$ cat config.mk
export PLATFORM = sky130hd
export DESIGN_NAME = pixel_fifo
export DESIGN_NICKNAME = d
export VERILOG_FILES = /design/src/hw/pixel_fifo.sv
export SDC_FILE = /design/constraint.sdc
export NUM_CORES = 1
export LEC_CHECK = 0
export BUFFER_PORTS_ARGS = -buffer_cell sky130_fd_sc_hd__buf_2
export CORE_MARGIN = 8
export CORE_UTILIZATION = 60
export CTS_BUF_LIST = sky130_fd_sc_hd__clkbuf_4 sky130_fd_sc_hd__clkbuf_8
export DETAILED_ROUTE_END_ITERATION = 8
export PLACE_DENSITY = 0.81
export SKIP_LAST_GASP = 1
export SLEW_MARGIN = 20
export SYNTH_ARGS = -nofsm -noshare
export SYNTH_HDL_FRONTEND = slang
export SYNTH_SLANG_ARGS = --single-unit
$ cat constraint.sdc
create_clock -name clock -period 3.5 [get_ports clock]
set_input_delay 0.35 -clock clock [delete_from_list [all_inputs] [get_ports clock]]
set_output_delay 0.35 -clock clock [all_outputs]
set_load 0.05 [all_outputs]
$ cat src/hw/pixel_fifo.sv
// Synchronous FIFO with registered read data and a type-parameter payload.
`timescale 1ns/10ps

module pixel_fifo #(
    parameter int DEPTH = 32,
    parameter int DEPTH_LOG2 = 5,
    parameter type payload_t = logic [7:0]
) (
    input  logic                  clock,
    input  logic                  reset_n,
    input  logic                  wr,
    input  payload_t              wr_data,
    input  logic                  rd,
    output payload_t              rd_data,
    output logic                  empty,
    output logic [DEPTH_LOG2-1:0] size
);

    localparam logic [DEPTH_LOG2-1:0] LAST = DEPTH_LOG2'(DEPTH - 1);

    // Storage ring.
    payload_t mem [DEPTH];

    logic [DEPTH_LOG2-1:0] wr_ptr;
    logic [DEPTH_LOG2-1:0] rd_ptr;
    // One extra bit so a full ring is distinct from an empty one.
    logic [DEPTH_LOG2:0]   count;
    logic                  full;

    assign empty = count == '0;
    assign full  = count == (DEPTH_LOG2 + 1)'(DEPTH);
    assign size  = count[DEPTH_LOG2-1:0];

    // Pointers and occupancy.
    always_ff @(posedge clock or negedge reset_n) begin
        if (!reset_n) begin
            wr_ptr <= '0;
            rd_ptr <= '0;
            count  <= '0;
        end else begin
            if (wr) begin
                wr_ptr <= (wr_ptr == LAST) ? '0 : wr_ptr + 1'b1;
            end
            if (rd) begin
                rd_ptr <= (rd_ptr == LAST) ? '0 : rd_ptr + 1'b1;
            end
            if (wr && !rd) begin
                count <= count + 1'b1;
            end else if (rd && !wr) begin
                count <= count - 1'b1;
            end
        end
    end

    // RAM write and registered read; no show-ahead.
    always_ff @(posedge clock) begin
        if (wr) begin
            mem[wr_ptr] <= wr_data;
        end
        if (rd) begin
            rd_data <= mem[rd_ptr];
        end
    end

    a_no_overflow: assert property (@(posedge clock) disable iff (!reset_n) wr |-> !full);
    a_no_underflow: assert property (@(posedge clock) disable iff (!reset_n) rd |-> !empty);

endmodule

==> metrics.txt <==
slew at the pin closest to its max-slew limit about 950 ps; Initial DRC Count about 590; DR vias around 5800; crit path max fanout 22; # setup viols final 0; Worst EP required between 3000 and 4000 ps; max_slew headroom 0.3668; die area about 23000 um2; sw frac 0.3225; port bufs 25; share of cells above drive strength 1 0.2492; Post-Route Setup TNS 0 ps; Cell Rows 50; DR DRC count 0; register share of total power 0.446; outcome finished clean; CTS tree done; Total Wirelength between 20000 and 25000 um; clock power share 0.276; Clock Sinks 280; Pleak 4.140 nW; htree depth 2; Seq/Total Area, Yosys 0.7468; post-layout net count 656; number of flops mapped to enable cells by yosys 264; Max stage delay on crit path ~710 ps; dpl ws 983.7 ps; FFs w/ async S/R, synth 0.05714; final setup margin ~1100 ps; cell count after placement 818; CTS max path bufs 3; final hold vios 0; cts bufs inserted 44; die width about 150 um; layout filler cell count ~1200; drt pass-1 iters 6; Synth Area per Inst 19.26 um2; hpwl dp around 14000 um; number of vias per cell between 6 and 7; syn_nets just over 600; P_sw around 3.2 mW; n_diodes 0; number of global-route vias before repair roughly 6000; most frequent cells in the layout 264 x edfxtp_1, 48 x mux4_2, 46 x clkbuf_8; family with the most delay on the worst path compound AO/OA/AOI/OAI gates; #FFs+latches synth between 200 and 300; Logic pwr share 0.278; number of max-cap violations 0; maximum VDD drop 0.4987 mV; Die Ht about 150 um; DRT antenna net count 0; Slowest-stage cell, CP nand3_1; # IOs 26; initial core utilization 0.6043; Buf+Inv Stages, Crit Path 0; RD Place Congestion roughly 0.82; power per cell area roughly 800 nW/um2; initial antenna violation count 0; commonest non-fill, non-tap cell in the layout edfxtp_1; CP Cell Sequence nand3_1 -> o221ai_1 -> a21oi_1 -> a22oi_1; period utilization 0.6996; kind of critical path reg -> reg; hold_buf cts 1; Clock Skews about 15 ps; Core Area 18460 um2; Max Fclk between 400 and 500 MHz; critical path endpoint category flop; Worst Hold Class in -> reg; PostCTS Resize Cnt 0; YS warnings 0; grt total ovfl 0; minimum clock period around 2400 ps; Slew Limit Fails 0; first-pass GRT wire length ~36000 um; P_int between 6 and 7 mW; CTS clk-pin slew, worst paths ~60 ps; largest net degree at the start of global routing 39; area grow syn2layout 10.85%; Netlist cell types 39; Mapped Area 11150 um2; Wirelength per Cell approximately 26 um; Setup Fix Bufs, Post-CTS 0; cells after synthesis approximately 580; crit path DAT approximately 2800 ps; dominant synthesized flop cell edfxtp_1; clock root buffer clkbuf_8; worst skew pair latency 530 ps; final cell count without fillers roughly 900; GRT Overall Usage 0.2057; RSZ-0062 raised after global routing no; Startpoint Class flop
## per-layer routing
metal | global-route usage | wire, um | up-vias
met1 | 0.2571 | 8986 | 2964
met2 | 0.3343 | 11660 | 293
li1 | - | - | 2474
met3 | 0.05417 | 2090 | 72
met4 | 0.09281 | 866 | 0
met5 | 0 | 0 | -
## worst min-delay path, delay by kind of cell
kind	cells	cell delay (ps)
AO/OA/AOI/OAI	1	70
buffers and inverters	1	200
AND/OR/NAND/NOR	1	80
## kinds of logic (layout without fill, tap and decap cells)
family,count (synthesis),count (layout),share of synthesized area
xor+xnor,5,5,0.003928
fa+ha+maj,13,13,0.01526
flops,280,280,0.7468
mux,85,85,0.1307
compound gates,77,77,0.04712
simple gates,77,77,0.03287
buf+inv,42,125,0.02334
## area by class of cell
class	instances	area, um2	area share
clock buffers	60	738.2	0.05972
flip-flops and latches	280	8333	0.6741
multi-input cells	257	2566	0.2076
repair buffers	43	287.8	0.02328
well taps	234	292.8	0.02368
clock inverters	17	125.1	0.01012
inverters	5	18.77	0.001518
## registers in the layout, indices dropped and copies added (netlist names)
signal / flops
count: 6
mem: 256
rd_data: 8
rd_ptr: 5
wr_ptr: 5
## stage by stage
stage / util / instance area (um2) / hold slack [ps] / total power [mW]
floorplan: - / 11150 / 54.41 / 6.428
global placement: 0.6224 / 11490 / 283.3 / 7.015
detailed placement: 0.6225 / 11490 / 295.5 / 7.133
CTS: 0.6698 / 12360 / 204.1 / 9.831
global route: 0.6698 / 12360 / 230.7 / 10.19
finish: 0.6698 / 12360 / 224.5 / 9.797
## path summary, 6_finish.rpt
path | slack, ps | end | from | cells past startpoint
hold reg to reg | 520 | count[5]$_DFFE_PN0P_ | count[5]$_DFFE_PN0P_ | 1
setup reg to reg | 1050 | rd_data[2]$_DFFE_PP_ | rd_ptr[1]$_DFFE_PN0P_ | 4
min in group asynchronous | 270 | count[0]$_DFFE_PN0P_ | reset_n | 2
max in group asynchronous | 2910 | rd_ptr[0]$_DFFE_PN0P_ | reset_n | 2
hold / removal | 220 | wr_ptr[0]$_DFFE_PN0P_ | wr | 3
setup / recovery | 1050 | rd_data[2]$_DFFE_PP_ | rd_ptr[1]$_DFFE_PN0P_ | 4
## cell usage after synthesis, types with 5 or more instances
master	n	area, um2
clkbuf_1	13	48.80
a21oi_1	11	55.05
ha_1	12	150.1
nand3_1	5	25.02
mux2_2	5	56.30
mux2i_1	32	320.3
buf_6	5	56.30
buf_4	5	37.54
nand2_1	15	56.30
o221ai_1	8	70.07
mux4_2	48	1081
dfrtp_1	16	400.4
nor3_1	12	60.06
inv_1	5	18.77
a211oi_1	9	67.56
buf_2	10	50.05
edfxtp_1	264	7928
o22ai_1	9	56.30
a22oi_1	24	180.2
o21ai_0	11	55.05
nor2_1	27	101.4
## power groups by stage
stage          combinational, mW  clock [mW]  sequential [mW]
4_1_cts                     2.72        2.75             4.37
3_3_place_gp                2.61           0             4.40
3_5_place_dp                2.70           0             4.43
6_report                    2.72        2.71             4.37
5_1_grt                     2.89        2.89             4.41
2_1_floorplan               2.11           0             4.32
(Power assumes the default switching activity.)
