**config.mk**
```make
export PLATFORM = sky130hd
export DESIGN_NAME = fb_writer
export DESIGN_NICKNAME = d
export VERILOG_FILES = /design/src/hw/fb_pkg.sv /design/src/hw/fb_writer.sv
export SDC_FILE = /design/constraint.sdc
export NUM_CORES = 1
export LEC_CHECK = 0
export BUFFER_PORTS_ARGS = -buffer_cell sky130_fd_sc_hd__buf_2
export CORE_AREA = 3 3 154 156
export CTS_CLUSTER_SIZE = 28
export DETAILED_ROUTE_END_ITERATION = 7
export DIE_AREA = 0 0 157 159
export PLACE_DENSITY = 0.52
export SLEW_MARGIN = 25
export SYNTH_ARGS = -nofsm -noshare
export SYNTH_HDL_FRONTEND = slang
export SYNTH_SLANG_ARGS = --single-unit
```
**constraint.sdc**
```tcl
create_clock -name clock -period 8.9 [get_ports clock]
set_clock_uncertainty 0.05 [all_clocks]
set_input_delay 1.78 -clock clock [delete_from_list [all_inputs] [get_ports clock]]
set_output_delay 1.78 -clock clock [all_outputs]
set_load 0.03 [all_outputs]
```
**src/hw/fb_pkg.sv**
```systemverilog
// Frame buffer widths, span command, pixel pair record and memory request types.
package fb_pkg;

    // Memory word address width.
    localparam int ADDR_W = 29;

    // Memory data width; two 32-bit pixels per word.
    localparam int DATA_W = 64;

    // One horizontal span from the rasterizer.
    typedef struct packed {
        logic [11:0] x;
        logic [11:0] y;
        logic [11:0] length;
        logic [31:0] color;
        logic [31:0] depth;
        logic        depth_write;
    } span_t;

    // One queued pixel pair.
    // A zero address means that port is skipped.
    // Bit 0 of pixel_active is the left pixel, in the low half of the word.
    typedef struct packed {
        logic [ADDR_W-1:0] color_address;
        logic [DATA_W-1:0] color_data;
        logic [ADDR_W-1:0] depth_address;
        logic [DATA_W-1:0] depth_data;
        logic [1:0]        pixel_active;
    } pixel_pair_t;

    // Single-beat memory write request.
    typedef struct packed {
        logic [ADDR_W-1:0]   address;
        logic [DATA_W-1:0]   writedata;
        logic [DATA_W/8-1:0] byteenable;
    } mem_req_t;

endpackage

```
**src/hw/fb_writer.sv**
```systemverilog
// Frame buffer writer that drains pixel pairs into color and depth memory writes.
`timescale 1ns/10ps

module fb_writer import fb_pkg::*; (
    input  logic        clock,
    input  logic        reset_n,
    input  logic        empty,
    input  pixel_pair_t pair,
    output logic        fifo_read,
    output mem_req_t    color_req,
    output logic        color_write,
    input  logic        color_waitrequest,
    output mem_req_t    depth_req,
    output logic        depth_write,
    input  logic        depth_waitrequest
);

    typedef enum logic [1:0] {
        ST_IDLE,
        ST_READ,
        ST_LOAD,
        ST_WAIT
    } state_t;

    state_t state;

    // Both pixels of a pair share one mask.
    logic [DATA_W/8-1:0] byteenable;
    // A port is finished when idle or completing this cycle.
    logic                color_done;
    logic                depth_done;
    logic                load;

    assign byteenable = {{4{pair.pixel_active[1]}}, {4{pair.pixel_active[0]}}};
    assign color_done = !color_write || !color_waitrequest;
    assign depth_done = !depth_write || !depth_waitrequest;
    assign load       = state == ST_LOAD;

    // Sequencing and write levels.
    always_ff @(posedge clock or negedge reset_n) begin
        if (!reset_n) begin
            state       <= ST_IDLE;
            fifo_read   <= 1'b0;
            color_write <= 1'b0;
            depth_write <= 1'b0;
        end else begin
            case (state)
                ST_IDLE: begin
                    if (!empty) begin
                        fifo_read <= 1'b1;
                        state     <= ST_READ;
                    end
                end
                ST_READ: begin
                    // Record shows up on pair next cycle.
                    fifo_read <= 1'b0;
                    state     <= ST_LOAD;
                end
                ST_LOAD: begin
                    // Zero address skips that port.
                    color_write <= pair.color_address != '0;
                    depth_write <= pair.depth_address != '0;
                    state       <= ST_WAIT;
                end
                ST_WAIT: begin
                    if (color_write && !color_waitrequest) begin
                        color_write <= 1'b0;
                    end
                    if (depth_write && !depth_waitrequest) begin
                        depth_write <= 1'b0;
                    end
                    if (color_done && depth_done) begin
                        state <= ST_IDLE;
                    end
                end
                default: begin
                    state <= ST_IDLE;
                end
            endcase
        end
    end

    // Request payloads, loaded together.
    always_ff @(posedge clock) begin
        if (load) begin
            color_req.address    <= pair.color_address;
            color_req.writedata  <= pair.color_data;
            color_req.byteenable <= byteenable;
            depth_req.address    <= pair.depth_address;
            depth_req.writedata  <= pair.depth_data;
            depth_req.byteenable <= byteenable;
        end
    end

    // Held requests must not move under waitrequest.
    a_color_stable: assert property (
        @(posedge clock) disable iff (!reset_n)
        color_write && color_waitrequest |=> color_write && $stable(color_req)
    );
    a_depth_stable: assert property (
        @(posedge clock) disable iff (!reset_n)
        depth_write && depth_waitrequest |=> depth_write && $stable(depth_req)
    );

endmodule

```
==> impl_metrics.env <==
export IMPL_sequential_share_of_the_synthesized_area_pct=93.3
export IMPL_syn_avg_cell_area_um2=24.8
export IMPL_criticalPathCategory="reg -> out"
export IMPL_die_height_um=159
export IMPL_transition_time_at_the_pin_with_the_least_slew_margin_ns=0.786
export IMPL_post_synth_inst_count=249
export IMPL_coreArea_um2=22500
export IMPL_synth_simple_area_share_pct=2.57
export IMPL_timing_final_crit_share_pct=33.2
export IMPL_clock_tree_buffer_depth=2
export IMPL_yosys_top_cells_area="sky130_fd_sc_hd__edfxtp_1 (91%), sky130_fd_sc_hd__dfrtp_1 (2.0%), sky130_fd_sc_hd__buf_4 (1.7%)"
export IMPL_numPlacedInstances=919
export IMPL_vias=3970
export IMPL_yosys_area_share_adder_pct=0.809
export IMPL_cpLargestDelayFamily="flip-flops"
export IMPL_largest_net_degree_at_the_start_of_global_routing=81
export IMPL_timing_critical_path_cells="buf_2"
export IMPL_area_delta_synth_final_pct=46.0
export IMPL_floorplan_initialDensity_pct=27.5
export IMPL_setup_violations_final=0
export IMPL_placement_io_buffers=397
export IMPL_postSynth_topFlopCell="sky130_fd_sc_hd__edfxtp_1"
export IMPL_cts_root_buf="sky130_fd_sc_hd__clkbuf_16"
export IMPL_min_delay_path_class="reg -> reg"
export IMPL_final_standard_cell_count_with_taps_included_and_fillers_excluded=952
export IMPL_die_area_um2=25000
export IMPL_ff2ff_setup_slack_ns=6.09
export IMPL_share_of_the_synthesized_area_in_compound_gates_ao_oa_aoi_oai_pct=1.19
export IMPL_power_leakage_nw=3.77
export IMPL_achievable_frequency_mhz=338
export IMPL_gp_congestion=0.748
export IMPL_number_of_antenna_violations_at_the_first_check_in_global_routing=1
export IMPL_detail_route_first_pass_iterations=4
export IMPL_floorplan_io_pins=398
export IMPL_synth_yosys_warnings=0
export IMPL_postCtsSetupBuffers=0
export IMPL_drc=0
export IMPL_timing_critical_path_buf_inv=1
export IMPL_global_route_usage_total_pct=13.6
export IMPL_cpMaxStageDelayCell="sky130_fd_sc_hd__edfxtp_1"
export IMPL_cts_tree="yes"
export IMPL_synth_top_family_by_area="simple AND/OR/NAND/NOR gates"
export IMPL_synth_area_um2=6180
export IMPL_slew_limit_headroom_pct=47.6
export IMPL_clock_insertion_delay_worst_skew_ns=0.42
export IMPL_die_w_um=157
export IMPL_postCtsResizedCells=0
export IMPL_ir_drop_v=0.000115
export IMPL_grt_first_pass_wirelength_um=25600
export IMPL_setup_tns_final_ns=0
export IMPL_finalHoldViolations=0
export IMPL_timing_critical_path_from_type="flop"
export IMPL_asyncSetResetFlopFracSynth_pct=2.59
export IMPL_average_wire_length_per_cell_after_detail_routing_um=18.4
export IMPL_synth_common_cells="sky130_fd_sc_hd__edfxtp_1 (188), sky130_fd_sc_hd__buf_4 (14), sky130_fd_sc_hd__nor4_1 (12)"
export IMPL_cts_hold_buffers=0
export IMPL_cts_sinks=193
export IMPL_synth_top_area_share_pct=91.3
export IMPL_pwr_density_cell_nw_per_um2=368
export IMPL_layout_drive_gt1_share_pct=65.3
export IMPL_netlist_cell_type_count=18
export IMPL_drt_total_wl_um=17500
export IMPL_rows=55
export IMPL_total_power_mw=3.32
export IMPL_design_final_nets=851
export IMPL_path_max_fanout=8
export IMPL_timing_critical_path_arrival_ns=1.13
export IMPL_synth_area_leader_cell="sky130_fd_sc_hd__edfxtp_1"
export IMPL_synth_net_count=446
export IMPL_slew_violations=0
export IMPL_outcome="complete, no violations"
export IMPL_yosys_register_bits=193
export IMPL_cts_inserted_buffers=17
export IMPL_finalWorstPathRequiredPeriod_ns=2.96
export IMPL_number_of_global_route_vias_before_repair=4299
export IMPL_share_of_cell_area_taken_by_muxes_after_synthesis_pct=0.182
export IMPL_gr_total_overflow=0
export IMPL_post_synth_xor_area_fraction_pct=0
export IMPL_cts_max_level=4
export IMPL_worstPathRequired_ns=7.07
export IMPL_dpl_hpwl_um=13800
export IMPL_timing_critical_path_slowest_cell_delay_ns=0.48
export IMPL_synth_edff_count=188
export IMPL_avgViaCountPerCell=4.17
export IMPL_grt_setup_unrepaired="no"
export IMPL_drt_iter0_drc=198
export IMPL_synth_most_common_cell="sky130_fd_sc_hd__edfxtp_1"
export IMPL_post_route_antenna_net_violation_count=0
export IMPL_cp_end_kind="primary output"
export IMPL_clk_transition_reported_paths_ns=0.07
export IMPL_cap_viol_max_count=0
[kinds of logic after synthesis]
| family | count (synthesis) |
|---|---|
| mux | 1 |
| flops | 193 |
| buf+inv | 18 |
| compound gates | 8 |
| fa+ha+maj | 4 |
| simple gates | 25 |
[cell usage in the layout, fill, tap and decap left out, types with 2 or more instances in the layout]
| master | Yosys | final |
|---|---|---|
| sky130_fd_sc_hd__clkinvlp_4 | 0 | 2 |
| sky130_fd_sc_hd__inv_8 | 0 | 4 |
| sky130_fd_sc_hd__clkbuf_16 | 0 | 17 |
| sky130_fd_sc_hd__edfxtp_1 | 188 | 188 |
| sky130_fd_sc_hd__inv_1 | 4 | 4 |
| sky130_fd_sc_hd__ha_1 | 4 | 3 |
| sky130_fd_sc_hd__nor4_1 | 12 | 12 |
| sky130_fd_sc_hd__nor4b_2 | 2 | 2 |
| sky130_fd_sc_hd__nand2_1 | 4 | 4 |
| sky130_fd_sc_hd__nand4_1 | 4 | 4 |
| sky130_fd_sc_hd__inv_6 | 0 | 4 |
| sky130_fd_sc_hd__dfrtp_1 | 5 | 5 |
| sky130_fd_sc_hd__buf_2 | 0 | 397 |
| sky130_fd_sc_hd__clkinv_4 | 0 | 2 |
| sky130_fd_sc_hd__a22o_1 | 2 | 2 |
| sky130_fd_sc_hd__nor3_1 | 2 | 2 |
| sky130_fd_sc_hd__o221a_1 | 2 | 2 |
| sky130_fd_sc_hd__buf_4 | 14 | 2 |
[layout make-up]
cell class / instances / area (µm²)
Sequential cell: 193 / 5770
Timing Repair Buffer: 400 / 2030
Clock buffer: 18 / 429
Fill cell: 2116 / 13500
Inverter: 4 / 15.0
Antenna cell: 1 / 2.50
Tap cell: 285 / 357
Clock inverter: 13 / 118
Multi-Input combinational cell: 38 / 307
[layer usage]
metal  global-route usage, %  vias up  part of all wire [%]
met4                    4.18        0                   1.2
met3                    5.06       15                   8.9
met2                    23.7      227                    52
li1                        -     1810                     -
met1                    15.5     1918                    38
met5                       0        -                     0
[flip-flops by register name, summed over array words and instances (netlist names)]
register / cells
color_req: 93
fifo_read: 1
depth_req: 95
state: 2
depth_write: 1
color_write: 1
[path summary, 6_finish.rpt]
kind	startpoint	endpoint	cells after the start
hold / removal	fifo_read$_DFFE_PN0P_	fifo_read$_DFFE_PN0P_	1
min in group asynchronous	reset_n	fifo_read$_DFFE_PN0P_	1
max in group asynchronous	reset_n	depth_write$_DFFE_PN0P_	1
setup / recovery	depth_req[3]$_DFFE_PP_	depth_req[1]	1
setup reg to reg	state[0]$_DFFE_PN0P_	depth_write$_DFFE_PN0P_	7
hold reg to reg	fifo_read$_DFFE_PN0P_	fifo_read$_DFFE_PN0P_	1
[power by group]
part | leakage [nW] | internal, mW | switching [mW]
registers | 1.83 | 1.37 | 0.0791
logic | 1.68 | 0.265 | 0.890
clock network | 0.265 | 0.368 | 0.349
total | 3.77 | 2.01 | 1.32
[metrics by stage]
stage                     worst slack, ns  utilization, %  area [µm²]  hold WS [ns]
after detailed placement             5.71            37.6        8450         0.490
after CTS                            5.78            40.0        9000         0.524
final                                5.94            40.1        9030         0.519
after global routing                 5.82            40.1        9030         0.575
after floorplan                      2.69               -        6180         0.484
after global placement               5.72            37.6        8450         0.486
(Power assumes the default switching activity.)
