==> src/hw/fb_pkg.sv <==
// Frame buffer widths, span command, pixel pair record and memory request types.
package fb_pkg;

    // Memory word address width.
    localparam int ADDR_W = 29;

    // Memory data width; two 32-bit pixels per word.
    localparam int DATA_W = 64;

    // One horizontal span from the rasterizer.
    typedef struct packed {
        logic [11:0] x;
        logic [11:0] y;
        logic [11:0] length;
        logic [31:0] color;
        logic [31:0] depth;
        logic        depth_write;
    } span_t;

    // One queued pixel pair.
    // A zero address means that port is skipped.
    // Bit 0 of pixel_active is the left pixel, in the low half of the word.
    typedef struct packed {
        logic [ADDR_W-1:0] color_address;
        logic [DATA_W-1:0] color_data;
        logic [ADDR_W-1:0] depth_address;
        logic [DATA_W-1:0] depth_data;
        logic [1:0]        pixel_active;
    } pixel_pair_t;

    // Single-beat memory write request.
    typedef struct packed {
        logic [ADDR_W-1:0]   address;
        logic [DATA_W-1:0]   writedata;
        logic [DATA_W/8-1:0] byteenable;
    } mem_req_t;

endpackage

==> src/hw/span_walker.sv <==
// Span walker that splits span commands into addressed, masked pixel pairs.
`timescale 1ns/10ps

module span_walker import fb_pkg::*; #(
    parameter logic [ADDR_W-1:0] COLOR_BASE = 29'h0001_0000,
    parameter logic [ADDR_W-1:0] DEPTH_BASE = 29'h0004_0000,
    parameter int unsigned STRIDE_WORDS = 320,
    parameter int FIFO_DEPTH = 32,
    parameter int FIFO_DEPTH_LOG2 = 5
) (
    input  logic                       clock,
    input  logic                       reset_n,
    input  logic                       span_start,
    input  span_t                      span,
    output logic                       span_ready,
    input  logic [FIFO_DEPTH_LOG2-1:0] size,
    output logic                       enqueue,
    output pixel_pair_t                pair_in
);

    // Stop short of full; one enqueue is always in flight.
    localparam logic [FIFO_DEPTH_LOG2-1:0] STALL_LEVEL = FIFO_DEPTH_LOG2'(FIFO_DEPTH - 2);

    // Walk state.
    logic        busy;
    logic [11:0] col;
    logic [11:0] remaining;

    // Per-span values, held for the whole walk.
    logic [ADDR_W-1:0] color_row_base;
    logic [ADDR_W-1:0] depth_row_base;
    logic [31:0]       color_value;
    logic [31:0]       depth_value;
    logic              depth_enable;

    // Row offset, only meaningful while span_start is high.
    logic [ADDR_W-1:0] row_offset;

    // Source of the next pair; new span or current walk.
    logic [11:0]       src_col;
    logic [11:0]       src_remaining;
    logic [ADDR_W-1:0] src_color_row;
    logic [ADDR_W-1:0] src_depth_row;
    logic [31:0]       src_color_value;
    logic [31:0]       src_depth_value;
    logic              src_depth_enable;

    logic              left_on;
    logic              right_on;
    logic [11:0]       col_next;
    logic [11:0]       remaining_next;
    logic [ADDR_W-1:0] word_offset;
    logic              stall;
    logic              produce;
    pixel_pair_t       next_pair;

    assign span_ready = !busy;
    assign row_offset = ADDR_W'(span.y) * ADDR_W'(STRIDE_WORDS);
    assign stall = size >= STALL_LEVEL;

    always_comb begin
        src_col          = span_start ? span.x : col;
        src_remaining    = span_start ? span.length : remaining;
        src_color_row    = span_start ? COLOR_BASE + row_offset : color_row_base;
        src_depth_row    = span_start ? DEPTH_BASE + row_offset : depth_row_base;
        src_color_value  = span_start ? span.color : color_value;
        src_depth_value  = span_start ? span.depth : depth_value;
        src_depth_enable = span_start ? span.depth_write : depth_enable;

        // Left pixel is off on an odd start.
        left_on  = !src_col[0];
        // Right pixel is off when the span ends on an even column.
        right_on = src_col[0] || (src_remaining >= 12'd2);

        // Next pair always starts on an even column.
        col_next       = {src_col[11:1] + 11'd1, 1'b0};
        remaining_next = src_remaining - ((left_on && right_on) ? 12'd2 : 12'd1);
        word_offset    = ADDR_W'(src_col[11:1]);

        next_pair.color_address = src_color_row + word_offset;
        next_pair.color_data    = {2{src_color_value}};
        next_pair.depth_address = src_depth_enable ? src_depth_row + word_offset : '0;
        next_pair.depth_data    = {2{src_depth_value}};
        next_pair.pixel_active  = {right_on, left_on};

        produce = (span_start || busy) && (src_remaining != 12'd0) && !stall;
    end

    // Walk control.
    always_ff @(posedge clock or negedge reset_n) begin
        if (!reset_n) begin
            busy      <= 1'b0;
            enqueue   <= 1'b0;
            col       <= '0;
            remaining <= '0;
        end else begin
            enqueue <= produce;

            // Ready again once the last pair has gone out.
            if (span_start) begin
                busy <= 1'b1;
            end else if (busy && remaining == 12'd0) begin
                busy <= 1'b0;
            end

            if (produce) begin
                col       <= col_next;
                remaining <= remaining_next;
            end else if (span_start) begin
                // Stalled at start; walk begins when the FIFO drains.
                col       <= span.x;
                remaining <= span.length;
            end
        end
    end

    // Span values and the outgoing record.
    always_ff @(posedge clock) begin
        if (span_start) begin
            color_row_base <= COLOR_BASE + row_offset;
            depth_row_base <= DEPTH_BASE + row_offset;
            color_value    <= span.color;
            depth_value    <= span.depth;
            depth_enable   <= span.depth_write;
        end
        if (produce) begin
            pair_in <= next_pair;
        end
    end

    // Source must wait for span_ready.
    a_start_when_ready: assert property (
        @(posedge clock) disable iff (!reset_n) span_start |-> span_ready
    );

endmodule

==> config.mk <==
export PLATFORM = sky130hd
export DESIGN_NAME = span_walker
export DESIGN_NICKNAME = d
export VERILOG_FILES = /design/src/hw/fb_pkg.sv /design/src/hw/span_walker.sv
export SDC_FILE = /design/constraint.sdc
export NUM_CORES = 1
export LEC_CHECK = 0
export BUFFER_PORTS_ARGS = -buffer_cell sky130_fd_sc_hd__buf_2
export CAP_MARGIN = 20
export CELL_PAD_IN_SITES_DETAIL_PLACEMENT = 1
export CELL_PAD_IN_SITES_GLOBAL_PLACEMENT = 2
export CORE_ASPECT_RATIO = 1.4
export CORE_UTILIZATION = 36
export CTS_BUF_LIST = sky130_fd_sc_hd__clkbuf_8
export CTS_CLUSTER_DIAMETER = 60
export DETAILED_ROUTE_END_ITERATION = 6
export PLACE_DENSITY = 0.79
export SLEW_MARGIN = 20
export SYNTH_ARGS = -nofsm -noshare
export SYNTH_HDL_FRONTEND = slang
export SYNTH_SLANG_ARGS = --single-unit
==> constraint.sdc <==
create_clock -name clock -period 4 [get_ports clock]
set_input_delay 0.2 -clock clock [delete_from_list [all_inputs] [get_ports clock]]
set_output_delay 0.2 -clock clock [all_outputs]
set_load 0.05 [all_outputs]
==> results by group, run 1 <==
Worst setup path
  • Nature of the critical path startpoint: primary input
  • Crit path capture: pair_in[184]$_DFFE_PP_
  • Worst flop-to-flop path startpoint: remaining[7]$_DFF_PN0_
  • Crit. End Element: flip-flop
  • Critical path type: primary input to flip-flop
  • Worst Setup SP: span[78]
  • Cells on worst reg2reg path: 12
  • CP max FO: 4
  • Worst EP required: between 4000 and 5000 ps
  • Reg2Reg Setup Slack: 260 ps
  • Worst Path Arrival: about 4100 ps
  • Reg2reg end: remaining[6]$_DFF_PN0_

Global routing
  • Vias in the first global route: 9519
  • First-pass GRT wire length: 49000 um
  • Initial antenna violation count: 0
  • GRT Total Usage: a little under a fifth
  • Total grt overflow: 0
  • Pin count of the biggest net entering global routing: 74

STA
  • Final Hold Vio Count: 0
  • Slew at the pin closest to its max-slew limit: 888 ps
  • RSZ-0062 raised after global routing: no
  • Fin worst setup slack: between 200 and 250 ps
  • Final worst-path cycle share: 94.4%
  • Max transition margin: 40.8%
  • Final setup viols: 0
  • Pins over their slew limit: 0
  • Setup TNS: 0 ps
  • Min cycle time layout: 3780 ps
  • F_max: 265 MHz
  • Fin Clk Skew: around 22 ps

Cells and area
  • Number of diodes: 0
  • Layout cells sized above 1: 34.9%
  • Area delta synth->final: 27.5%
  • Most common cell after layout, fill and taps aside: buf_2
  • Design area: 15600 sq um
  • Nets: 1530
  • Final non-filler cell total: roughly 1900
  • Commonest cells after routing, fill and taps aside: buf_2, edfxtp_1, dfxtp_1, dlygate4sd3_1, mux2_2
  • Fill cells: 3598

Detailed routing
  • Avg WL per Cell: 17.1 um
  • Drc violations: 0
  • 1st-iter DRT viols: 238
  • TritonRoute pass-1 iters: 4
  • Antenna viol nets, final: 0
  • Vias per cell: 4.73
  • Drt total wl: 31600 um
  • Vias: about 9000

Clock network
  • Clk_lat worst skew: approximately 560 ps
  • H-tree Lvls: 2
  • CTS sink count: 273
  • CTS root buffer: clkbuf_8
  • CTS tree: built
  • Total CTS buffers: 44
  • Reg clk slew, reported paths: 60 ps
  • Clk buf depth: 3

Synthesis
  • Syn_nets: ~1200
  • Multiplexer share of the synthesized area: 8.81%
  • Main combinational cell family by area after synthesis: simple AND/OR/NAND/NOR gates
  • Syn Inst Count: 1010
  • Post-synth ARST share: 9.52%
  • Synth cell types: 80
  • Xor and xnor area share after synthesis: ~4.8%
  • Seq/Total Area, Yosys: 55.9%
  • Synthesized-area fraction occupied by adder cells: around 5.5%
  • Yosys reg bits: 273
  • Cell Area, Synth: 12200 sq um
  • Mean Syn Cell Area: between 10 and 15 sq um
  • EDFF count, synth: 124
  • Yosys Warn Count: 0
  • Post-Synth Simple-Gate Area: 11.2%
  • Synth Flop Type: edfxtp_1
  • Compound-Gate Fraction of Synth Area: 7.17%

Power and ir drop
  • Leakage power: 6.88 nW
  • Pwr Density: around 530 nW/um^2
  • Worst VDD drop: 0.000286 V

Hold path
  • Worst Hold Class: primary input to flip-flop

Floorplan
  • Core ar.: between 30000 and 40000 sq um
  • Die width: between 150 and 200 um
  • Die height: 220 um
  • # IOs: between 200 and 300
  • FP Rows: between 70 and 80
  • Initial Utilization: 36.7%
  • DIE AREA: 34700 sq um

Placement
  • Final GP Congestion: approximately 0.79
  • PortBufs: 297
  • Placed cell count: 1686
  • Dpl cell area: 13900 sq um
  • Post-placement setup slack: 78.1 ps
  • Post-DP HPWL: 22600 um

Outcome
  • Status: complete, no violations

Flow run
  • Max-cap violations: 0
[sequential cells by signal (all words and copies together), names as in the netlist]
name            cells
pair_in           124
color_value        32
depth_value        32
color_row_base     29
depth_row_base     29
col                12
remaining          12
busy                1
depth_enable        1
enqueue             1
[how the worst min path moves through the flow]
stage	start	to	slack (ps)	cells past startpoint
6_report	span[100]	col[11]$_DFF_PN0_	30	3
5_1_grt	span[100]	col[11]$_DFF_PN0_	20	3
4_1_cts	span[65]	remaining[0]$_DFF_PN0_	7	3
3_5_place_dp	reset_n	remaining[4]$_DFF_PN0_	270	1
3_3_place_gp	reset_n	remaining[4]$_DFF_PN0_	270	1
2_1_floorplan	reset_n	busy$_DFFE_PN0P_	-100	0
[cells in the mapped netlist (35+ instances only)]
library cell / instances / area, sq um
nor2b_1: 35 / 219
xnor2_1: 45 / 394
inv_1: 49 / 184
ha_1: 47 / 588
edfxtp_1: 124 / 3720
nor2_1: 55 / 206
o21ai_0: 35 / 175
nand2_1: 37 / 139
mux2_2: 76 / 856
a21oi_1: 36 / 180
buf_4: 65 / 488
dfxtp_1: 123 / 2460
[cell families after synthesis]
logic type,after synthesis
compound gates,132
xor+xnor,67
simple gates,248
flops,273
buf+inv,141
mux,98
fa+ha+maj,51
[power breakdown]
group | switching [mW] | internal (mW) | total, mW
logic | 1.75 | 0.743 | 2.50
registers | 0.151 | 3.35 | 3.50
clock network | 1.08 | 1.20 | 2.28
total | 2.98 | 5.30 | 8.28
[layout make-up]
| class | count | area (sq um) | share of cell area (%) |
|---|---|---|---|
| clock buffers | 53 | 729 | 4.68 |
| well taps | 445 | 557 | 3.57 |
| inverters | 50 | 193 | 1.24 |
| repair buffers | 405 | 2530 | 16.2 |
| multi-input cells | 596 | 4620 | 29.6 |
| clock inverters | 28 | 120 | 0.771 |
| flip-flops and latches | 273 | 6840 | 43.9 |
[through the flow]
step,util [%],hold WS (ps),total power [mW]
3_5_place_dp,41.7,275,5.99
2_1_floorplan,-,-95.6,5.43
6_report,46.8,33.8,8.28
5_1_grt,46.8,20.0,8.74
3_3_place_gp,41.7,274,5.94
4_1_cts,46.6,7.29,8.40
[worst max-delay path: stages]
cell and delay (ps):
dlygate4sd3_1 530, buf_2 130, ha_1 270, ha_1 180, inv_1 60, fa_1 370
and2b_2 270, o21ai_2 90, a311oi_2 380, nor2_4 90, inv_1 70, ha_1 180
xor2_1 180, xnor2_1 170, o211a_2 220, nand3_2 110, buf_4 190, nor4b_2 270
xor2_1 100
[per-layer routing]
layer  routed length, um  vias up  share of wire, %  track usage (%)
met5                   0        -                 0                0
met2               17000      286                54             35.9
met3                2170       51               6.9             4.86
met1               11600     4151                37             17.9
li1                    -     4262                 -                -
met4                 834        0               2.6             6.70
[repair_timing]
action | in CTS | in global routing
hold buffers | 81 | 0
endpoints found under the hold margin | 169 | 0
setup endpoints to repair | 0 | 5
setup buffers | 0 | 2
resized for setup | 0 | 7
Power figures use the tool's default switching activity.
==> inputs of run 2 (changes only) <==
MAX_ROUTING_LAYER = met4   (was default)
RECOVER_POWER = 100   (was default)
==> results by group, run 2 (synthesized netlist as in run 1, its figures left out) <==
Outcome
  • Status: complete, but fails checks (was complete, no violations)
  • Failing checks: max-capacitance violations, max-slew violations

Power and ir drop
  • Pwr Density: 537 nW/um^2 (was 531 nW/um^2)
  • Worst VDD drop: 0.000284 V (was 0.000286 V)
  • Sw frac: 36.4% (was 36.0%)
  • Sequential share of power: 42.9% (was 42.3%)
  • Sw power: 2.98 mW (about the same)
  • Combinational Power Share: 29.3% (was 30.1%)
  • Leakage power: 6.25 nW (was 6.88 nW)
  • Fraction of power consumed by the clock network: 27.8% (was 27.5%)
  • Power Internal: 5.20 mW (was 5.30 mW)

Worst setup path
  • Reg2reg end: remaining[6]$_DFF_PN0_ (unchanged)
  • Worst Path Arrival: 4170 ps (was 4070 ps)
  • Reg2Reg Setup Slack: 300 ps (was 260 ps)
  • Worst flop-to-flop path startpoint: remaining[7]$_DFF_PN0_ (unchanged)
  • Critical path type: primary input to flip-flop (unchanged)
  • Nature of the critical path startpoint: primary input (unchanged)
  • Worst EP required: 4360 ps (was 4290 ps)
  • Worst Setup SP: span[78] (unchanged)
  • CP max FO: 9 (was 4)
  • Crit. End Element: flip-flop (unchanged)
  • Cells on worst reg2reg path: 12 (unchanged)

Cells and area
  • Biggest regs: pair_in x124, color_value x32, depth_value x32 (unchanged)
  • Max reg flops: 124 (unchanged)
  • Layout cells sized above 1: 18.8% (was 34.9%)
  • Commonest cells after routing, fill and taps aside: clkbuf_1, edfxtp_1, dfxtp_1, buf_2, dlygate4sd3_1 (was buf_2, edfxtp_1, dfxtp_1, dlygate4sd3_1, mux2_2)
  • Largest Register: pair_in (unchanged)
  • Number of diodes: 0 (unchanged)
  • Nets: 1530 (unchanged)
  • Area delta synth->final: 24.8% (was 27.5%)
  • Design area: 15300 sq um (was 15600 sq um)
  • Most common cell after layout, fill and taps aside: clkbuf_1 (was buf_2)
  • Fill cells: 3758 (was 3598)

Detailed routing
  • 1st-iter DRT viols: 245 (was 238)
  • Drc violations: 0 (unchanged)
  • Antenna viol nets, final: 0 (unchanged)
  • Vias per cell: 4.75 (was 4.73)
  • TritonRoute pass-1 iters: 4 (unchanged)
  • Drt total wl: 31800 um (was 31600 um)
  • Avg WL per Cell: 17.2 um (was 17.1 um)
  • Vias: 8780 (was 8750)

STA
  • Final setup viols: 0 (unchanged)
  • Min cycle time layout: 3810 ps (was 3780 ps)
  • Final worst-path cycle share: 95.2% (was 94.4%)
  • F_max: 263 MHz (was 265 MHz)
  • Setup TNS: 0 ps (unchanged)
  • RSZ-0062 raised after global routing: no (unchanged)
  • Fin Clk Skew: 21.9 ps (was 22.3 ps)
  • Final Hold Vio Count: 0 (unchanged)
  • Fin worst setup slack: 191 ps (was 224 ps)
  • Slew at the pin closest to its max-slew limit: 1700 ps (was 888 ps)
  • Max transition margin: -13.6% (was 40.8%)
  • Pins over their slew limit: 101 (was 0)

Clock network
  • CTS tree: built (unchanged)
  • Total CTS buffers: 44 (unchanged)
  • CTS sink count: 273 (unchanged)
  • Clk_lat worst skew: 560 ps (about the same)
  • H-tree Lvls: 2 (unchanged)
  • CTS root buffer: clkbuf_8 (unchanged)
  • Clk buf depth: 3 (unchanged)
  • Reg clk slew, reported paths: 60 ps (about the same)

Global routing
  • Busiest grt layer: met2 (unchanged)
  • Pin count of the biggest net entering global routing: 74 (unchanged)
  • Initial antenna violation count: 0 (unchanged)
  • M1 GR Usage: 18.0% (was 17.9%)
  • Total grt overflow: 0 (unchanged)
  • First-pass GRT wire length: 49100 um (was 49000 um)
  • GRT Total Usage: 18.9% (was 18.3%)
  • Grt met3 use: 4.68% (was 4.86%)
  • Vias in the first global route: 9517 (was 9519)
  • Met2 Usage GRT: 36.0% (was 35.9%)

Floorplan
  • Initial Utilization: 36.7% (unchanged)
  • DIE AREA: 34700 sq um (unchanged)
  • Die width: 158 um (unchanged)
  • # IOs: 299 (unchanged)
  • FP Rows: 79 (unchanged)
  • Core ar.: 33300 sq um (unchanged)
  • Die height: 220 um (unchanged)

Placement
  • Final GP Congestion: 0.797 (was 0.786)
  • PortBufs: 297 (unchanged)
  • Post-DP HPWL: 22600 um (unchanged)
  • Post-placement setup slack: 78.1 ps (unchanged)
  • Dpl cell area: 13900 sq um (unchanged)

Hold path
  • End of the worst hold path: col[11]$_DFF_PN0_ (unchanged)
  • Worst Hold Class: primary input to flip-flop (unchanged)
  • Hold wc startpoint: span[100] (unchanged)
  • Min-Delay Path Depth: 3 (unchanged)

Flow run
  • Max-cap violations: 2 (was 0)
-- run 2: layer usage --
| metal | part of all wire (%) | wire (um) |
|---|---|---|
| met5 | 0 | 0 |
| met3 | 6.6 | 2090 |
| met2 | 54 | 17100 |
| met4 | 2.6 | 839 |
| met1 | 37 | 11800 |
-- run 2: worst max-delay path by stage --
stage	endpoint	slack, ps
after global placement	pair_in[180]$_DFFE_PP_	140
after detailed placement	pair_in[180]$_DFFE_PP_	80
after global routing	pair_in[184]$_DFFE_PP_	20
after floorplan	pair_in[94]$_SDFFCE_PN0P_	20
final	pair_in[94]$_SDFFCE_PN0P_	190
after CTS	pair_in[180]$_DFFE_PP_	120
-- run 2: power groups by stage --
| stage | Clock, mW | Sequential, mW | Combinational [mW] |
|---|---|---|---|
| 2_1_floorplan | 0 | 4.21 | 1.22 |
| 3_3_place_gp | 0 | 3.55 | 2.40 |
| 3_5_place_dp | 0 | 3.56 | 2.43 |
| 4_1_cts | 2.39 | 3.51 | 2.51 |
| 5_1_grt | 2.51 | 3.56 | 2.58 |
| 6_report | 2.28 | 3.51 | 2.40 |
-- run 2: stage by stage --
step                hold slack, ps  std cells  total power, mW  utilization (%)
floorplan                    -95.6       1010             5.43                -
global placement               274       1686             5.94             41.7
detailed placement             275       1686             5.99             41.7
CTS                           7.29       1848             8.40             46.6
global route                  19.9       1850             8.65             45.8
finish                        31.2       1850             8.19             45.8
-- run 2: cell type report --
class / instances / area, sq um / area share [%]
Multi-Input combinational cell: 596 / 4580 / 30.0
Sequential cell: 273 / 6840 / 44.8
Tap cell: 445 / 557 / 3.65
Clock buffer: 53 / 729 / 4.78
Inverter: 50 / 188 / 1.23
Clock inverter: 28 / 120 / 0.787
Timing Repair Buffer: 405 / 2240 / 14.7
-- run 2: timing repair --
action | in CTS | in global routing
setup buffers | 0 | 2
hold buffers | 81 | 0
endpoints found under the setup margin | 0 | 5
hold endpoints to repair | 169 | 0
gates resized for setup | 0 | 7
-- run 2: critical path, stage by stage --
cell,delay [ps]
dlygate4sd3_1,540
clkbuf_1,120
ha_1,280
ha_1,160
inv_1,60
fa_1,370
and2b_1,280
o22ai_1,130
xnor2_1,360
a32oi_1,290
nor3_4,350
nand4_2,260
or4_1,570
a21oi_1,210
==> inputs of run 3 (changes only) <==
PLACE_DENSITY = default   (was 0.79)
PLACE_DENSITY_LB_ADDON = 0.1   (was default)
==> results by group, run 3 (synthesized netlist as in run 1, its figures left out) <==
Detailed routing
  • Vias per cell: 4.71 (was 4.75)
  • 1st-iter DRT viols: 225 (was 245)
  • Drc violations: 0 (unchanged)
  • TritonRoute pass-1 iters: 4 (unchanged)
  • Drt total wl: 30400 um (was 31800 um)
  • Avg WL per Cell: 16.4 um (was 17.2 um)
  • Vias: 8731 (was 8780)
  • Antenna viol nets, final: 0 (unchanged)

Placement
  • PortBufs: 297 (unchanged)
  • Final GP Congestion: 0.769 (was 0.797)
  • Placed cell count: 1685 (was 1686)
  • Post-DP HPWL: 21400 um (was 22600 um)
  • Dpl cell area: 13900 sq um (about the same)

Clock network
  • CTS tree: built (unchanged)
  • Total CTS buffers: 44 (unchanged)
  • Clk buf depth: 3 (unchanged)
  • Reg clk slew, reported paths: 60 ps (about the same)
  • H-tree Lvls: 2 (unchanged)
  • Clk_lat worst skew: 570 ps (was 560 ps)
  • CTS root buffer: clkbuf_8 (unchanged)
  • CTS sink count: 273 (unchanged)

Cells and area
  • Biggest regs: pair_in x124, color_value x32, depth_value x32 (unchanged)
  • Layout cells sized above 1: 34.4% (was 18.8%)
  • Most common cell after layout, fill and taps aside: buf_2 (was clkbuf_1)
  • Design area: 15600 sq um (was 15300 sq um)
  • Area delta synth->final: 27.8% (was 24.8%)
  • Largest Register: pair_in (unchanged)
  • Commonest cells after routing, fill and taps aside: buf_2, edfxtp_1, dfxtp_1, dlygate4sd3_1, mux2_2 (was clkbuf_1, edfxtp_1, dfxtp_1, buf_2, dlygate4sd3_1)
  • Number of diodes: 0 (unchanged)
  • Max reg flops: 124 (unchanged)
  • Final non-filler cell total: 1854 (was 1850)
  • Nets: 1533 (was 1530)

Global routing
  • Vias in the first global route: 8882 (was 9517)
  • Total grt overflow: 0 (unchanged)
  • Initial antenna violation count: 0 (unchanged)
  • GRT Total Usage: 17.7% (was 18.9%)
  • Pin count of the biggest net entering global routing: 65 (was 74)
  • First-pass GRT wire length: 46200 um (was 49100 um)

Outcome
  • Status: complete, no violations (was complete, but fails checks)

Worst setup path
  • Reg2Reg Setup Slack: 270 ps (was 300 ps)
  • Worst path slowest cell: dlygate4sd3_1 (was or4_1)
  • Crit. End Element: flip-flop (unchanged)
  • Critical path type: primary input to flip-flop (unchanged)
  • Nature of the critical path startpoint: primary input (unchanged)
  • CP max FO: 5 (was 9)
  • Cell Chain, Critical Path: dlygate4sd3_1 > buf_2 > ha_1 > ha_1 > inv_1 > fa_1 > and2b_2 > o2111ai_1 > a31oi_1 > xor2_1 > ha_1 > nand2_1 > xnor2_1 > a21oi_1 > nor3b_2 > mux2_2 (was dlygate4sd3_1 > clkbuf_1 > ha_1 > ha_1 > inv_1 > fa_1 > and2b_1 > o22ai_1 > xnor2_1 > a32oi_1 > nor3_4 > nand4_2 > or4_1 > a21oi_1)
  • Worst EP required: 4320 ps (was 4360 ps)
  • Crit-path max cell delay: 550 ps (was 570 ps)
  • Cells on worst reg2reg path: 12 (unchanged)
  • Worst flop-to-flop path startpoint: remaining[7]$_DFF_PN0_ (unchanged)
  • Reg2reg end: remaining[6]$_DFF_PN0_ (unchanged)
  • Worst Path Arrival: 4160 ps (was 4170 ps)
  • CP most frequent cell: ha_1 (unchanged)

STA
  • Hold Slack: 52.3 ps (was 31.2 ps)
  • Slew at the pin closest to its max-slew limit: 862 ps (was 1700 ps)
  • F_max: 260 MHz (was 263 MHz)
  • Pins over their slew limit: 0 (was 101)
  • RSZ-0062 raised after global routing: yes (was no)
  • Max transition margin: 42.6% (was -13.6%)
  • Fin Clk Skew: 16.0 ps (was 21.9 ps)
  • Final Hold Vio Count: 0 (unchanged)
  • Final setup viols: 0 (unchanged)
  • Final worst-path cycle share: 96.0% (was 95.2%)
  • Min cycle time layout: 3840 ps (was 3810 ps)

Floorplan
  • Die height: 220 um (unchanged)
  • Core ar.: 33300 sq um (unchanged)
  • Initial Utilization: 36.7% (unchanged)
  • FP Rows: 79 (unchanged)
  • # IOs: 299 (unchanged)
  • Die width: 158 um (unchanged)
  • DIE AREA: 34700 sq um (unchanged)

Power and ir drop
  • Worst VDD drop: 0.000256 V (was 0.000284 V)
  • Sequential share of power: 42.2% (was 42.9%)
  • Sw frac: 36.1% (was 36.4%)
  • Leakage power: 6.89 nW (was 6.25 nW)
  • Fraction of power consumed by the clock network: 27.8% (about the same)
  • Power, Total: 8.27 mW (was 8.19 mW)
  • Pwr Density: 530 nW/um^2 (was 537 nW/um^2)
  • Power Internal: 5.29 mW (was 5.20 mW)
  • Sw power: 2.99 mW (was 2.98 mW)
  • Combinational Power Share: 30.0% (was 29.3%)

Hold path
  • Worst Hold Class: primary input to flip-flop (unchanged)
  • Hold wc startpoint: span[95] (was span[100])
  • End of the worst hold path: col[6]$_DFF_PN0_ (was col[11]$_DFF_PN0_)
  • Min-Delay Path Depth: 3 (unchanged)

Flow run
  • Max-cap violations: 0 (was 2)
-- run 3: metal layers --
| metal | vias up | part of all wire, % | wire length [um] | GRT usage, % |
|---|---|---|---|---|
| met4 | 0 | 2.1 | 640 | 5.63 |
| met2 | 224 | 53 | 16200 | 32.4 |
| met5 | - | 0 | 0 | - |
| met3 | 46 | 5.3 | 1600 | 3.44 |
| met1 | 4202 | 39 | 12000 | 19.0 |
| li1 | 4259 | - | - | - |
-- run 3: repair_timing --
action,4_1_cts,5_1_grt
setup buffers,0,0
hold buffers,87,0
endpoints found under the hold margin,181,0
resized for setup,0,5
setup endpoints to repair,0,4
-- run 3: power groups by stage --
stage	Clock (mW)	Sequential (mW)	Combinational [mW]
6_report	2.30	3.49	2.48
3_5_place_dp	0	3.56	2.42
4_1_cts	2.42	3.50	2.50
3_3_place_gp	0	3.54	2.40
5_1_grt	2.53	3.53	2.66
2_1_floorplan	0	4.21	1.22
-- run 3: worst max-delay path: cells and delay by family --
| family | cells | cell delay [ps] |
|---|---|---|
| compound gates | 3 | 710 |
| xor+xnor | 2 | 440 |
| fa+ha+maj | 4 | 1100 |
| buf+inv | 3 | 770 |
| mux | 1 | 340 |
| simple gates | 3 | 580 |
-- run 3: how the worst max path moves through the flow --
stage	cells past startpoint	slack, ps	end	startpoint
5_1_grt	16	-20	pair_in[180]$_DFFE_PP_	span[78]
3_3_place_gp	17	120	pair_in[180]$_DFFE_PP_	span[78]
6_report	16	160	pair_in[180]$_DFFE_PP_	span[78]
2_1_floorplan	20	20	pair_in[94]$_SDFFCE_PN0P_	span_start
4_1_cts	18	120	pair_in[180]$_DFFE_PP_	span[78]
3_5_place_dp	17	50	pair_in[180]$_DFFE_PP_	span[78]
-- run 3: layout make-up --
class / instances / area (sq um)
clock buffer: 52 / 716
clock inverter: 30 / 136
fill: 3648 / 17700
inverter: 50 / 193
multi-input combinational: 596 / 4610
sequential: 273 / 6840
tap: 445 / 557
timing repair buffer: 408 / 2570
-- run 3: per-stage QoR --
step,worst slack [ps],utilization [%],TNS [ps]
final,158,46.9,0
after global routing,-24.6,46.9,-24.6
after global placement,117,41.6,0
after detailed placement,45.9,41.6,0
after CTS,117,46.8,0
after floorplan,21.9,-,0
